--- config.mk ---
export PLATFORM = sky130hd
export DESIGN_NAME = cnn_core
export DESIGN_NICKNAME = d
export VERILOG_FILES = /design/src/source/cnn_cfg_pkg.sv /design/src/source/cnn_types_pkg.sv /design/src/source/layer_ctrl.sv /design/src/source/param_store.sv /design/src/source/conv_engine.sv /design/src/source/pool_unit.sv /design/src/source/cnn_core.sv
export SDC_FILE = /design/constraint.sdc
export NUM_CORES = 2
export LEC_CHECK = 0
export ABC_CLOCK_PERIOD_IN_PS = 11100
export BUFFER_PORTS_ARGS = -buffer_cell sky130_fd_sc_hd__buf_2
export CAP_MARGIN = 20
export CORE_MARGIN = 10
export CORE_UTILIZATION = 50
export DETAILED_ROUTE_END_ITERATION = 7
export HOLD_SLACK_MARGIN = 0.08
export PLACE_DENSITY = 0.74
export SYNTH_ARGS = -nofsm -noshare
export SYNTH_HDL_FRONTEND = slang
export SYNTH_HIERARCHICAL = 1
export SYNTH_SLANG_ARGS = --single-unit
--- constraint.sdc ---
create_clock -name clk -period 11.1 [get_ports clk]
set_input_delay 2.775 -clock clk [delete_from_list [all_inputs] [get_ports clk]]
set_output_delay 2.775 -clock clk [all_outputs]
set_load 0.005 [all_outputs]
--- src/source/cnn_cfg_pkg.sv ---
// ==========================================================================
// CNN core configuration
// sizes and datapath widths of the single conv and pool stage
// ==========================================================================
package cnn_cfg_pkg;

    localparam int IMG_DIM   = 4;     // image side in pixels
    localparam int N_MAPS    = 2;     // kernels and output maps
    localparam int K_DIM     = 3;     // kernel side
    localparam int K_TAPS    = 9;     // taps per kernel
    localparam int N_PIX     = 16;    // image pixel count
    localparam int N_WEIGHTS = 18;    // all kernels together
    localparam int N_CONV    = 32;    // conv results over both maps
    localparam int N_OUT     = 8;     // pooled words per frame
    localparam int PIX_W     = 16;    // pixel, weight and bias width
    localparam int ACC_W     = 32;    // accumulator and output width

endpackage

--- src/source/cnn_types_pkg.sv ---
// ==========================================================================
// CNN core types
// datapath vectors, index widths and the controller phases
// ==========================================================================
package cnn_types_pkg;

    typedef logic signed [cnn_cfg_pkg::PIX_W-1:0] pixel_t;   // pixel, weight, bias
    typedef logic signed [cnn_cfg_pkg::ACC_W-1:0] acc_t;     // products, sums, results

    typedef logic [$clog2(cnn_cfg_pkg::N_WEIGHTS)-1:0] word_idx_t;  // load word index
    typedef logic [$clog2(cnn_cfg_pkg::N_CONV)-1:0]    conv_idx_t;  // conv buffer index

    typedef enum logic [2:0] {
        IDLE,
        LOAD_PIC,
        LOAD_BIAS,
        LOAD_WEIGHT,
        CONV,
        POOL,
        DONE
    } ctrl_state_t;

endpackage

--- src/source/layer_ctrl.sv ---
// ==========================================================================
// Layer controller
// walks the load, conv and pool phases of one frame, owns the
// input stream read strobe and counts the words of each load phase
// ==========================================================================
module layer_ctrl (
    input  logic                     clk,
    input  logic                     rst,
    input  logic                     isif_empty_n,
    input  logic                     conv_done,
    input  logic                     pool_done,
    output logic                     isif_read,
    output logic                     load_pic_en,
    output logic                     load_bias_en,
    output logic                     load_weight_en,
    output cnn_types_pkg::word_idx_t word_idx,
    output logic                     conv_start,
    output logic                     pool_start
);
    import cnn_cfg_pkg::*;
    import cnn_types_pkg::*;

    ctrl_state_t state;
    word_idx_t   phase_words;   // word count of the current load phase
    logic        load_phase;
    logic        phase_end;     // last word of the phase is read now

    always_comb begin
        case (state)
            LOAD_PIC:    phase_words = word_idx_t'(N_PIX);
            LOAD_BIAS:   phase_words = word_idx_t'(N_MAPS);
            LOAD_WEIGHT: phase_words = word_idx_t'(N_WEIGHTS);
            default:     phase_words = '0;
        endcase
    end

    assign load_phase = (state == LOAD_PIC) || (state == LOAD_BIAS) ||
                        (state == LOAD_WEIGHT);
    assign isif_read  = load_phase && isif_empty_n;   // stalls only stretch a phase
    assign phase_end  = isif_read && (word_idx == phase_words - 1'b1);

    assign load_pic_en    = isif_read && (state == LOAD_PIC);
    assign load_bias_en   = isif_read && (state == LOAD_BIAS);
    assign load_weight_en = isif_read && (state == LOAD_WEIGHT);

    // ======================================================================
    // phase FSM
    // ======================================================================
    always_ff @(posedge clk or posedge rst) begin
        if (rst) begin
            state      <= IDLE;
            word_idx   <= '0;
            conv_start <= 1'b0;
            pool_start <= 1'b0;
        end else begin
            conv_start <= 1'b0;
            pool_start <= 1'b0;
            if (isif_read) begin
                word_idx <= phase_end ? '0 : word_idx + 1'b1;
            end
            case (state)
                IDLE: begin
                    if (isif_empty_n) begin
                        state <= LOAD_PIC;
                    end
                end
                LOAD_PIC: begin
                    if (phase_end) begin
                        state <= LOAD_BIAS;
                    end
                end
                LOAD_BIAS: begin
                    if (phase_end) begin
                        state <= LOAD_WEIGHT;
                    end
                end
                LOAD_WEIGHT: begin
                    if (phase_end) begin
                        state      <= CONV;
                        conv_start <= 1'b1;   // one cycle pulse
                    end
                end
                CONV: begin
                    if (conv_done) begin
                        state      <= POOL;
                        pool_start <= 1'b1;
                    end
                end
                POOL: begin
                    if (pool_done) begin
                        state <= DONE;   // last word written
                    end
                end
                default: state <= IDLE;
            endcase
        end
    end

endmodule

--- src/source/param_store.sv ---
// ==========================================================================
// Parameter store
// bias and weight register file, filled in load order from the input
// stream and read by index with one cycle of latency
// ==========================================================================
module param_store (
    input  logic                                    clk,
    input  logic                                    rst,
    input  cnn_types_pkg::pixel_t                   isif_data,
    input  logic                                    load_bias_en,
    input  logic                                    load_weight_en,
    input  cnn_types_pkg::word_idx_t                word_idx,
    input  cnn_types_pkg::word_idx_t                weight_idx,
    input  logic [$clog2(cnn_cfg_pkg::N_MAPS)-1:0]  bias_idx,
    output cnn_types_pkg::pixel_t                   weight,
    output cnn_types_pkg::pixel_t                   bias
);
    import cnn_cfg_pkg::*;
    import cnn_types_pkg::*;

    pixel_t bias_mem   [N_MAPS];
    pixel_t weight_mem [N_WEIGHTS];

    always_ff @(posedge clk) begin
        if (load_bias_en) begin
            bias_mem[word_idx[$clog2(N_MAPS)-1:0]] <= isif_data;
        end
        if (load_weight_en) begin
            weight_mem[word_idx] <= isif_data;   // map 0 taps, then map 1
        end
    end

    // read stage lines up with the engine's pixel register
    always_ff @(posedge clk or posedge rst) begin
        if (rst) begin
            weight <= '0;
            bias   <= '0;
        end else begin
            weight <= weight_mem[weight_idx];
            bias   <= bias_mem[bias_idx];
        end
    end

endmodule

--- src/source/conv_engine.sv ---
// ==========================================================================
// Convolution engine
// holds the image, scans map, row, column and tap over a zero padded
// window and accumulates the products in a two stage pipeline, adding
// the bias and applying ReLU as each result is written out
// ==========================================================================
module conv_engine (
    input  logic                                    clk,
    input  logic                                    rst,
    input  cnn_types_pkg::pixel_t                   isif_data,
    input  logic                                    load_pic_en,
    input  cnn_types_pkg::word_idx_t                word_idx,
    input  logic                                    conv_start,
    input  cnn_types_pkg::pixel_t                   weight,
    input  cnn_types_pkg::pixel_t                   bias,
    output cnn_types_pkg::word_idx_t                weight_idx,
    output logic [$clog2(cnn_cfg_pkg::N_MAPS)-1:0]  bias_idx,
    output logic                                    conv_wr,
    output cnn_types_pkg::conv_idx_t                conv_addr,
    output cnn_types_pkg::acc_t                     conv_data,
    output logic                                    conv_done
);
    import cnn_cfg_pkg::*;
    import cnn_types_pkg::*;

    pixel_t img [N_PIX];

    logic                       busy;
    logic [$clog2(N_MAPS)-1:0]  map_cnt;
    logic [1:0]                 row_cnt, col_cnt;   // output position
    logic [1:0]                 kx, ky;             // tap inside the kernel
    logic                       tap_first, tap_last, scan_last;
    logic [2:0]                 py, px;             // position in the padded image
    logic [2:0]                 iy, ix;
    logic [3:0]                 img_addr;
    logic                       pad;

    logic                       v1, first1, last1, end1;   // read stage
    conv_idx_t                  addr1;
    pixel_t                     pix_q;
    acc_t                       acc, prod, sum, biased;    // mac stage

    always_ff @(posedge clk) begin
        if (load_pic_en) begin
            img[word_idx[$clog2(N_PIX)-1:0]] <= isif_data;   // row major
        end
    end

    // ======================================================================
    // window scan
    // ======================================================================
    assign tap_first = (kx == 2'd0) && (ky == 2'd0);
    assign tap_last  = (kx == 2'(K_DIM - 1)) && (ky == 2'(K_DIM - 1));
    assign scan_last = tap_last && (col_cnt == 2'(IMG_DIM - 1)) &&
                       (row_cnt == 2'(IMG_DIM - 1)) && (map_cnt == 1'(N_MAPS - 1));

    always_ff @(posedge clk or posedge rst) begin
        if (rst) begin
            busy    <= 1'b0;
            map_cnt <= '0;
            row_cnt <= '0;
            col_cnt <= '0;
            kx      <= '0;
            ky      <= '0;
        end else if (conv_start) begin
            busy <= 1'b1;
        end else if (busy) begin
            busy <= !scan_last;   // all counters wrap back to zero
            kx   <= (kx == 2'(K_DIM - 1)) ? 2'd0 : kx + 2'd1;
            if (kx == 2'(K_DIM - 1)) begin
                ky <= (ky == 2'(K_DIM - 1)) ? 2'd0 : ky + 2'd1;
            end
            if (tap_last) begin
                col_cnt <= col_cnt + 2'd1;
                if (col_cnt == 2'(IMG_DIM - 1)) begin
                    row_cnt <= row_cnt + 2'd1;
                    if (row_cnt == 2'(IMG_DIM - 1)) begin
                        map_cnt <= map_cnt + 1'b1;
                    end
                end
            end
        end
    end

    assign py       = {1'b0, row_cnt} + {1'b0, ky};
    assign px       = {1'b0, col_cnt} + {1'b0, kx};
    assign iy       = py - 3'd1;
    assign ix       = px - 3'd1;
    assign pad      = (py == 3'd0) || (py > 3'(IMG_DIM)) || (px == 3'd0) || (px > 3'(IMG_DIM));
    assign img_addr = {iy[1:0], ix[1:0]};

    assign weight_idx = word_idx_t'(int'(map_cnt) * K_TAPS + int'(ky) * K_DIM + int'(kx));
    assign bias_idx   = map_cnt;

    // ======================================================================
    // read stage, then multiply accumulate
    // ======================================================================
    always_ff @(posedge clk or posedge rst) begin
        if (rst) begin
            v1     <= 1'b0;
            first1 <= 1'b0;
            last1  <= 1'b0;
            end1   <= 1'b0;
        end else begin
            v1     <= busy;
            first1 <= tap_first;
            last1  <= tap_last;
            end1   <= busy && scan_last;
        end
    end

    always_ff @(posedge clk) begin
        addr1 <= {map_cnt, row_cnt, col_cnt};    // map*16 + row*4 + col
        pix_q <= pad ? pixel_t'(0) : img[img_addr];
    end

    assign prod   = pix_q * weight;
    assign sum    = (first1 ? acc_t'(0) : acc) + prod;   // first tap restarts the sum
    assign biased = sum + acc_t'(bias);

    always_ff @(posedge clk) begin
        if (v1) begin
            acc <= sum;
        end
    end

    assign conv_wr   = v1 && last1;
    assign conv_addr = addr1;
    assign conv_data = biased[ACC_W-1] ? acc_t'(0) : biased;   // ReLU

    always_ff @(posedge clk or posedge rst) begin
        if (rst) begin
            conv_done <= 1'b0;
        end else begin
            conv_done <= v1 && end1;   // right after the last write
        end
    end

endmodule

--- src/source/pool_unit.sv ---
// ==========================================================================
// Pooling unit
// stores the conv results, runs a 2x2 stride 2 max-pool over each map
// and writes the pooled words to the output stream under back-pressure
// ==========================================================================
module pool_unit (
    input  logic                     clk,
    input  logic                     rst,
    input  logic                     conv_wr,
    input  cnn_types_pkg::conv_idx_t conv_addr,
    input  cnn_types_pkg::acc_t      conv_data,
    input  logic                     pool_start,
    input  logic                     osif_full_n,
    output cnn_types_pkg::acc_t      osif_data,
    output logic                     osif_last,
    output logic                     osif_write,
    output logic                     pool_done
);
    import cnn_cfg_pkg::*;
    import cnn_types_pkg::*;

    acc_t conv_buf [N_CONV];

    logic                      busy, stall;
    logic [$clog2(N_OUT)-1:0]  win_cnt;   // map, pool row, pool col
    logic [1:0]                q_cnt;     // dy, dx inside the window
    conv_idx_t                 rd_addr;
    logic                      rd_v, rd_first, rd_last, rd_end;
    acc_t                      rd_data, run_max, win_max, out_data;
    logic                      out_valid, out_last;

    always_ff @(posedge clk) begin
        if (conv_wr) begin
            conv_buf[conv_addr] <= conv_data;
        end
    end

    assign rd_addr = {win_cnt[2], win_cnt[1], q_cnt[1], win_cnt[0], q_cnt[0]};
    assign stall   = out_valid && !osif_full_n;   // held word not taken yet

    always_ff @(posedge clk or posedge rst) begin
        if (rst) begin
            busy    <= 1'b0;
            win_cnt <= '0;
            q_cnt   <= '0;
        end else if (pool_start) begin
            busy <= 1'b1;
        end else if (busy && !stall) begin
            q_cnt <= q_cnt + 2'd1;
            if (q_cnt == 2'd3) begin
                win_cnt <= win_cnt + 1'b1;
                busy    <= (win_cnt != 3'(N_OUT - 1));
            end
        end
    end

    always_ff @(posedge clk or posedge rst) begin
        if (rst) begin
            rd_v     <= 1'b0;
            rd_first <= 1'b0;
            rd_last  <= 1'b0;
            rd_end   <= 1'b0;
        end else if (!stall) begin
            rd_v     <= busy;
            rd_first <= (q_cnt == 2'd0);
            rd_last  <= (q_cnt == 2'd3);
            rd_end   <= (win_cnt == 3'(N_OUT - 1));
        end
    end

    assign win_max = (rd_first || (rd_data > run_max)) ? rd_data : run_max;

    always_ff @(posedge clk) begin
        if (!stall) begin
            rd_data <= conv_buf[rd_addr];
        end
        if (rd_v && !stall) begin
            run_max <= win_max;
        end
        if (rd_v && rd_last && !stall) begin
            out_data <= win_max;   // max of all four
        end
    end

    always_ff @(posedge clk or posedge rst) begin
        if (rst) begin
            out_valid <= 1'b0;
            out_last  <= 1'b0;
        end else if (rd_v && rd_last && !stall) begin
            out_valid <= 1'b1;
            out_last  <= rd_end;
        end else if (osif_write) begin
            out_valid <= 1'b0;
            out_last  <= 1'b0;
        end
    end

    assign osif_write = out_valid && osif_full_n;
    assign osif_last  = osif_write && out_last;
    assign osif_data  = out_data;
    assign pool_done  = osif_last;   // frame ends with the flagged word

endmodule

--- src/source/cnn_core.sv ---
// ==========================================================================
// CNN core top level
// one 3x3 conv layer with bias, ReLU and 2x2 max-pool between an input
// FIFO stream and an output FIFO stream
// ==========================================================================
module cnn_core (
    input  logic                  clk,
    input  logic                  rst,
    input  cnn_types_pkg::pixel_t isif_data,
    input  logic                  isif_empty_n,
    output logic                  isif_read,
    output cnn_types_pkg::acc_t   osif_data,
    output logic                  osif_last,
    input  logic                  osif_full_n,
    output logic                  osif_write
);
    import cnn_cfg_pkg::*;
    import cnn_types_pkg::*;

    logic                       load_pic_en, load_bias_en, load_weight_en;
    word_idx_t                  word_idx, weight_idx;
    logic [$clog2(N_MAPS)-1:0]  bias_idx;
    pixel_t                     weight, bias;
    logic                       conv_start, conv_done, pool_start, pool_done;
    logic                       conv_wr;
    conv_idx_t                  conv_addr;
    acc_t                       conv_data;

    layer_ctrl ctrl_i (
        .clk, .rst, .isif_empty_n, .conv_done, .pool_done, .isif_read,
        .load_pic_en, .load_bias_en, .load_weight_en, .word_idx, .conv_start, .pool_start
    );

    param_store param_i (
        .clk, .rst, .isif_data, .load_bias_en, .load_weight_en, .word_idx,
        .weight_idx, .bias_idx, .weight, .bias
    );

    conv_engine conv_i (
        .clk, .rst, .isif_data, .load_pic_en, .word_idx, .conv_start, .weight, .bias,
        .weight_idx, .bias_idx, .conv_wr, .conv_addr, .conv_data, .conv_done
    );

    pool_unit pool_i (
        .clk, .rst, .conv_wr, .conv_addr, .conv_data, .pool_start, .osif_full_n,
        .osif_data, .osif_last, .osif_write, .pool_done
    );

endmodule

Yosys cells after proc, flatten, opt, wreduce, memory -nomap -nowiden
Memories as Yosys holds them, arrays and structs flattened. A register that Yosys moved wholly into a read port is not among the register bits.
Index checks and enable logic that the tools add are counted.
{"block": "totals", "ram_bits": 1568, "latchBits": 0, "output_inout_bits": 35, "n_memories": 4, "word_cells": 159, "ff_bits": 170, "mem_bits_ro": 0}
{"block": "op_classes", "bitwise_logic": 2, "reduce_logical": 48, "div_mod_pow": 0, "eq_ne": 19, "mul": 3, "n_mux": 34, "n_lt_le_gt_ge": 3, "shifts": 0, "n_addsub": 17}
{"memory": "pool_i.conv_buf", "words": 32, "width": 31, "rd": 1, "rd_clocked_by_memory_dff": 1, "write_ports": 1, "line_no": "pool_unit.sv:22", "source": "acc_t conv_buf [N_CONV];"}
{"memory": "param_i.weight_mem", "words": 18, "width": 16, "rd": 1, "rd_clocked_by_memory_dff": 1, "write_ports": 1, "line_no": "param_store.sv:22", "source": "pixel_t weight_mem [N_WEIGHTS];"}
{"memory": "conv_i.img", "words": 16, "width": 16, "rd": 1, "rd_clocked_by_memory_dff": 1, "write_ports": 1, "line_no": "conv_engine.sv:26", "source": "pixel_t img [N_PIX];"}
{"memory": "param_i.bias_mem", "words": 2, "width": 16, "rd": 1, "rd_clocked_by_memory_dff": 1, "write_ports": 1, "line_no": "param_store.sv:21", "source": "pixel_t bias_mem [N_MAPS];"}
{"operator": "$mux 32", "count": 2}
{"operator": "$add 32x16->32", "count": 1}
{"operator": "$add 32x32->32", "count": 1}
{"operator": "$gt 32x32->1", "count": 1}
{"operator": "$mul 16x16->32", "count": 1}
{"operator": "$mux 31", "count": 1}
{"operator": "$logic_and 1x1->1", "count": 20}
{"operator": "$mux 1", "count": 20}
{"operator": "$mux 3", "count": 6}
{"operator": "$pmux 3 s6", "count": 1}
{"operator": "$pmux 5 s3", "count": 1}
{"operator": "$add 2x1->2 const B", "count": 5}
{"operator": "$eq 2x2->1 const B", "count": 5}
{"operator": "$eq 3x3->1 const B", "count": 3}
{"operator": "$logic_not 3->1", "count": 3}
{"operator": "$reduce_and 3->1", "count": 3}
{"operator": "$ne 2x1->1 const B", "count": 4}
{"operator": "$add 2x2->3", "count": 2}
{"operator": "$eq 3x2->1 const B", "count": 2}
{"operator": "$gt 3x3->1 const B", "count": 2}
{"operator": "$logic_not 2->1", "count": 3}
{"operator": "$logic_or 1x1->1", "count": 6}
{"operator": "$reduce_and 2->1", "count": 3}
{"operator": "$reduce_and 6->1", "count": 1}
{"operator": "other kinds (20)", "count": 29}

Depth between registers and ports, before layout
{"block": "depth", "ltp_word": 8, "mapped_depth": 36, "mapped_depth_nobuf": 33}

Hierarchy
Netlist, hierarchy kept.
{"mod": "pool_unit", "cells_per_inst": 1800, "area_each_um2": 43611.8, "instances": 1}
{"mod": "conv_engine", "cells_per_inst": 1998, "area_each_um2": 24878.9, "instances": 1}
{"mod": "param_store", "cells_per_inst": 699, "area_each_um2": 13150.1, "instances": 1}
{"mod": "layer_ctrl", "cells_per_inst": 63, "area_each_um2": 606.8, "instances": 1}

Worst setup path before layout
Ideal clock, no wire load.
{"block": "synth_path", "path_type": "reg-to-reg", "from": "register param_i.weight[7], read port of param_i.weight_mem", "to": "memory pool_i/conv_buf[0][22] in the netlist's numbering, data pin", "n_path_buf": 1, "setup_slack_ns": 1.172, "required_ns": 10.508, "path_stages_with_launch": 33, "period_less_slack_ns": 9.928, "setup_time_ns": 0.592, "t_arrival_ns": 9.336, "path_cell_list": "dfrtp_1 clkbuf_1 nand2_1 fa_1 inv_1 fa_1 inv_1 fa_1 inv_1 fa_1 fa_1 inv_1 fa_1 inv_1 ha_1 and2_1 and4_1 nand2_1 or3_1 nand3b_1 a41oi_1 o21ai_0 a21oi_1 xnor2_1 ha_1 and4_1 nand4_1 nor3_1 a22oi_2 a21oi_1 mux2i_1 xor2_1 a2111oi_1"}
{"block": "synth_via", "elab_chain_cells": 4}
{"element": "start: declaration", "line_no": "param_store.sv:15", "source": "output cnn_types_pkg::pixel_t weight,"}
{"element": "$mul 16x16->32", "line_no": "conv_engine.sv:117", "source": "assign prod = pix_q * weight;"}
{"element": "$add 32x32->32", "line_no": "conv_engine.sv:118", "source": "assign sum = (first1 ? acc_t'(0) : acc) + prod;"}
{"element": "named net conv_i.sum[22]", "line_no": "conv_engine.sv:41", "source": "acc_t acc, prod, sum, biased;"}
{"element": "$add 32x16->32", "line_no": "conv_engine.sv:119", "source": "assign biased = sum + acc_t'(bias);"}
{"element": "$mux 31", "line_no": "conv_engine.sv:129", "source": "assign conv_data = biased[ACC_W-1] ? acc_t'(0) : biased;"}
{"element": "named net conv_data[22]", "line_no": "cnn_core.sv:27", "source": "acc_t conv_data;"}
{"element": "end: declaration", "line_no": "pool_unit.sv:22"}
The timed path passes the listed nets, and every way through them passes these cells.

Final worst setup path
{"block": "layout_path", "from": "register conv_i.pix_q[10], read port of conv_i.img", "to": "memory pool_i/conv_buf[26][27] in the netlist's numbering, data pin"}
{"block": "layout_via", "elab_chain_cells": 4}
{"element": "start: declaration", "line_no": "conv_engine.sv:40", "source": "pixel_t pix_q;"}
{"element": "$mul 16x16->32", "line_no": "conv_engine.sv:117"}
{"element": "$add 32x32->32", "line_no": "conv_engine.sv:118"}
{"element": "named net conv_i.sum[20]", "line_no": "conv_engine.sv:41"}
{"element": "$add 32x16->32", "line_no": "conv_engine.sv:119"}
{"element": "$mux 31", "line_no": "conv_engine.sv:129"}
{"element": "named net conv_data[27]", "line_no": "cnn_core.sv:27"}
The timed path passes the listed nets, and every way through them passes these cells.

==> flow_summary.toml <==
[run_status]
status = "finished, final reports clean"

[synthesis]
synth_top_cell_area_share_pct = 63.09
ys_ff_latch = 1818
syn_inst = 4560
syn_nets = 5061
synthDistinctLibCells = 81
synth_warnings = 6
async_flop_share_pct = 3.795
ys.flop_type = "edfxtp_1"
avgSynthCellArea_um2 = 18.04
synth_top_cell_by_area = "edfxtp_1"
synth.area.top_cells = "edfxtp_1 (63%), mux4_2 (11%), fa_1 (7.2%)"
syn_area_um2 = 82250
seq_area_frac_synth_pct = 65.70
synth_edf_count = 1728

[detailed_routing]
wl_per_cell_um = 27.28
viasPerCell = 5.978
wl_um = 192200
drtAntennaViolNets = 0
drc = 0
drt_iter0_drc = 4827
vias = 42120
first_pass_iters = 6

[global_route]
met3_usage_pct = 3.807
antenna_found_initial = 5
grt_pass1_wl_um = 284700
grt_overflow_total = 0
grt.total_usage_pct = 21.23
top_usage_layer = "met2"
grt_max_degree = 144
use_met2_pct = 34.20
grt_pass1_vias = 42630
met1_usage_pct = 30.05

[critical_path]
worstReg2RegStart = "conv_i/pix_q[10]$_SDFF_PP0_"
rrSetupSlack_ns = 1.08
path_common_cell = "fa_1"
cp.arrival_ns = 10.47
crit_path_max_incr_delay_ns = 0.83
worstPathRequired_ns = 11.55
cp-start-kind = "flip-flop"
critPathLaunch = "conv_i/pix_q[10]$_SDFF_PP0_"
reg2reg_to = "pool_i/conv_buf[26][27]$_DFFE_PP_"
cp_slowest_cell = "nor2_2"
worstSetupPathType = "flip-flop to flip-flop"
r2r_cells = 29
worstPathMaxFanout = 32
crit_path_end_kind = "flip-flop"

[die]
ios = 55
die_h_um = 425.6
dieArea_um2 = 181100
coreArea_um2 = 163100
dieWidth_um = 425.6
rows = 148
start_util_pct = 50.41

[clock_tree]
cts_sinks = 1818
cts_setup_buffers = 0
holdBufCountCts = 0
cts.root.buffer_cell = "clkbuf_16"
tritoncts = "built"
clk_latency_ns = 0.85
cts_buffers = 177
cts_buffer_depth = 3
h-tree-depth = 4
clkTransAtPathRegs_ns = 0.06
cts_resized = 0

[sta]
final-hold-violation-count = 0
rsz0062_at_grt = "no"
min_period_ns = 10.02
period_share_pct = 90.26
worst_slew_pin_slew_ns = 1.104
tns_ns = 0
clock.fmax_mhz = 99.81
finClkSkew_ns = 0.06390
setup-violations-final = 0
max_slew_margin_pct = 26.21
slew_viol_final = 0

[placement]
gp_congestion = 0.8418
portBuffers = 54
dp_hpwl_um = 114600

[worst_hold_path]
hold_path_depth = 0
hold_path_end = "conv_i/v1$_DFF_PP0_"
worstHoldStart = "conv_i/busy$_DFF_PP0_"
hp-class = "flip-flop to flip-flop"

[cells_and_area]
final_cell_mix = "edfxtp_1 (1728), mux4_2 (416), inv_1 (402), fa_1 (297), nand2_1 (226)"
nets = 5223
area_growth_pct = 11.37
drive_above_1_share_pct = 21.45
num-fill-cells = 11950
antenna_cells = 0
mostFrequentLayoutCell = "edfxtp_1"

[flow_run]
max_cap_violations = 0
-- routing by layer --
metal	up-vias	part of all wire, %
met3	307	9.3
met2	2124	49
met1	22090	39
met4	4	2.5
li1	17590	-
met5	-	0.011
-- through the flow --
step | cells | hold slack [ns] | instance area, um2 | utilization, % | worst slack [ns]
after floorplan | 4560 | 0.3956 | 82250 | - | 1.172
after global placement | 6706 | 0.4275 | 85630 | 52.49 | 1.428
after detailed placement | 6708 | 0.4377 | 85650 | 52.50 | 1.198
after CTS | 7036 | 0.4520 | 91430 | 56.04 | 1.132
after global routing | 7046 | 0.4709 | 91600 | 56.15 | 0.4562
final | 7046 | 0.4553 | 91600 | 56.15 | 1.081
-- cells in the mapped netlist, drive strengths merged, types with 3 or more instances --
cell type	n
nor4	3
o41ai	3
xor2	31
nand2b	18
dfrtp	69
a2111oi	5
a22oi	19
and4	3
and2	136
nand3b	10
or3	7
o22ai	18
o21ai	41
o21a	8
a211oi	9
o211ai	8
or3b	3
mux2i	99
a21oi	81
edfxtp	1728
nor3	23
nor2b	61
mux4	416
nor2	143
a31oi	5
and3	5
fa	297
inv	405
clkbuf	107
buf	78
nor3b	8
a41o	3
or2	3
nand3	35
mux2	102
xnor2	50
a211o	4
o21bai	10
ha	184
nand2	226
a21o	24
dfxtp	21
nand4	24
-- critical path: cells and delay by family (launching register included) --
| kind | cells | cell delay (ns) |
|---|---|---|
| AO/OA/AOI/OAI | 9 | 2.29 |
| multiplexers | 1 | 0.35 |
| XOR/XNOR | 2 | 0.52 |
| buffers and inverters | 4 | 0.51 |
| flip-flops | 1 | 0.78 |
| AND/OR/NAND/NOR | 5 | 1.38 |
| adder cells (fa/ha/maj) | 8 | 3.76 |
-- worst max path at each step --
stage                     cells past startpoint  slack, ns                                end
after floorplan                              32       1.17   pool_i/conv_buf[0][22]$_DFFE_PP_
after global placement                       32       1.43  pool_i/conv_buf[15][26]$_DFFE_PP_
after detailed placement                     29       1.20  pool_i/conv_buf[14][27]$_DFFE_PP_
after CTS                                    29       1.13  pool_i/conv_buf[26][27]$_DFFE_PP_
after global routing                         32       0.46  pool_i/conv_buf[26][27]$_DFFE_PP_
final                                        29       1.08  pool_i/conv_buf[26][27]$_DFFE_PP_
-- sequential cells by signal, summed over array words and instances, names as in the netlist, 32 cells and up --
signal	cells
param_i/weight_mem	288
conv_i/img	256
pool_i/run_max	32
param_i/bias_mem	32
pool_i/rd_data	32
conv_i/acc	32
pool_i/osif_data	32
pool_i/conv_buf	1024
-- logic make-up (layout without fill, tap and decap cells) --
family	after synthesis	after routing	synth area share, %
buffers and inverters	590	901	2.865
multiplexers	617	617	14.13
AND/OR/NAND/NOR	713	713	4.304
AO/OA/AOI/OAI	259	259	2.098
XOR/XNOR	81	81	0.8717
flip-flops	1818	1818	65.70
other	1	1	0.004559
adder cells (fa/ha/maj)	481	481	10.03
-- final cells by class --
type,count,area [um2],area share [%]
sequential,1818,54050,59.01
multi-input combinational,2152,26280,28.69
clock buffer,219,4608,5.031
tap,2175,2721,2.971
inverter,405,1520,1.660
timing repair buffer,168,1251,1.366
clock inverter,109,1167,1.274
Power is left out: the tool's default activity adds up to more than one toggle a clock period on the data nets, which glitch-free logic cannot reach.
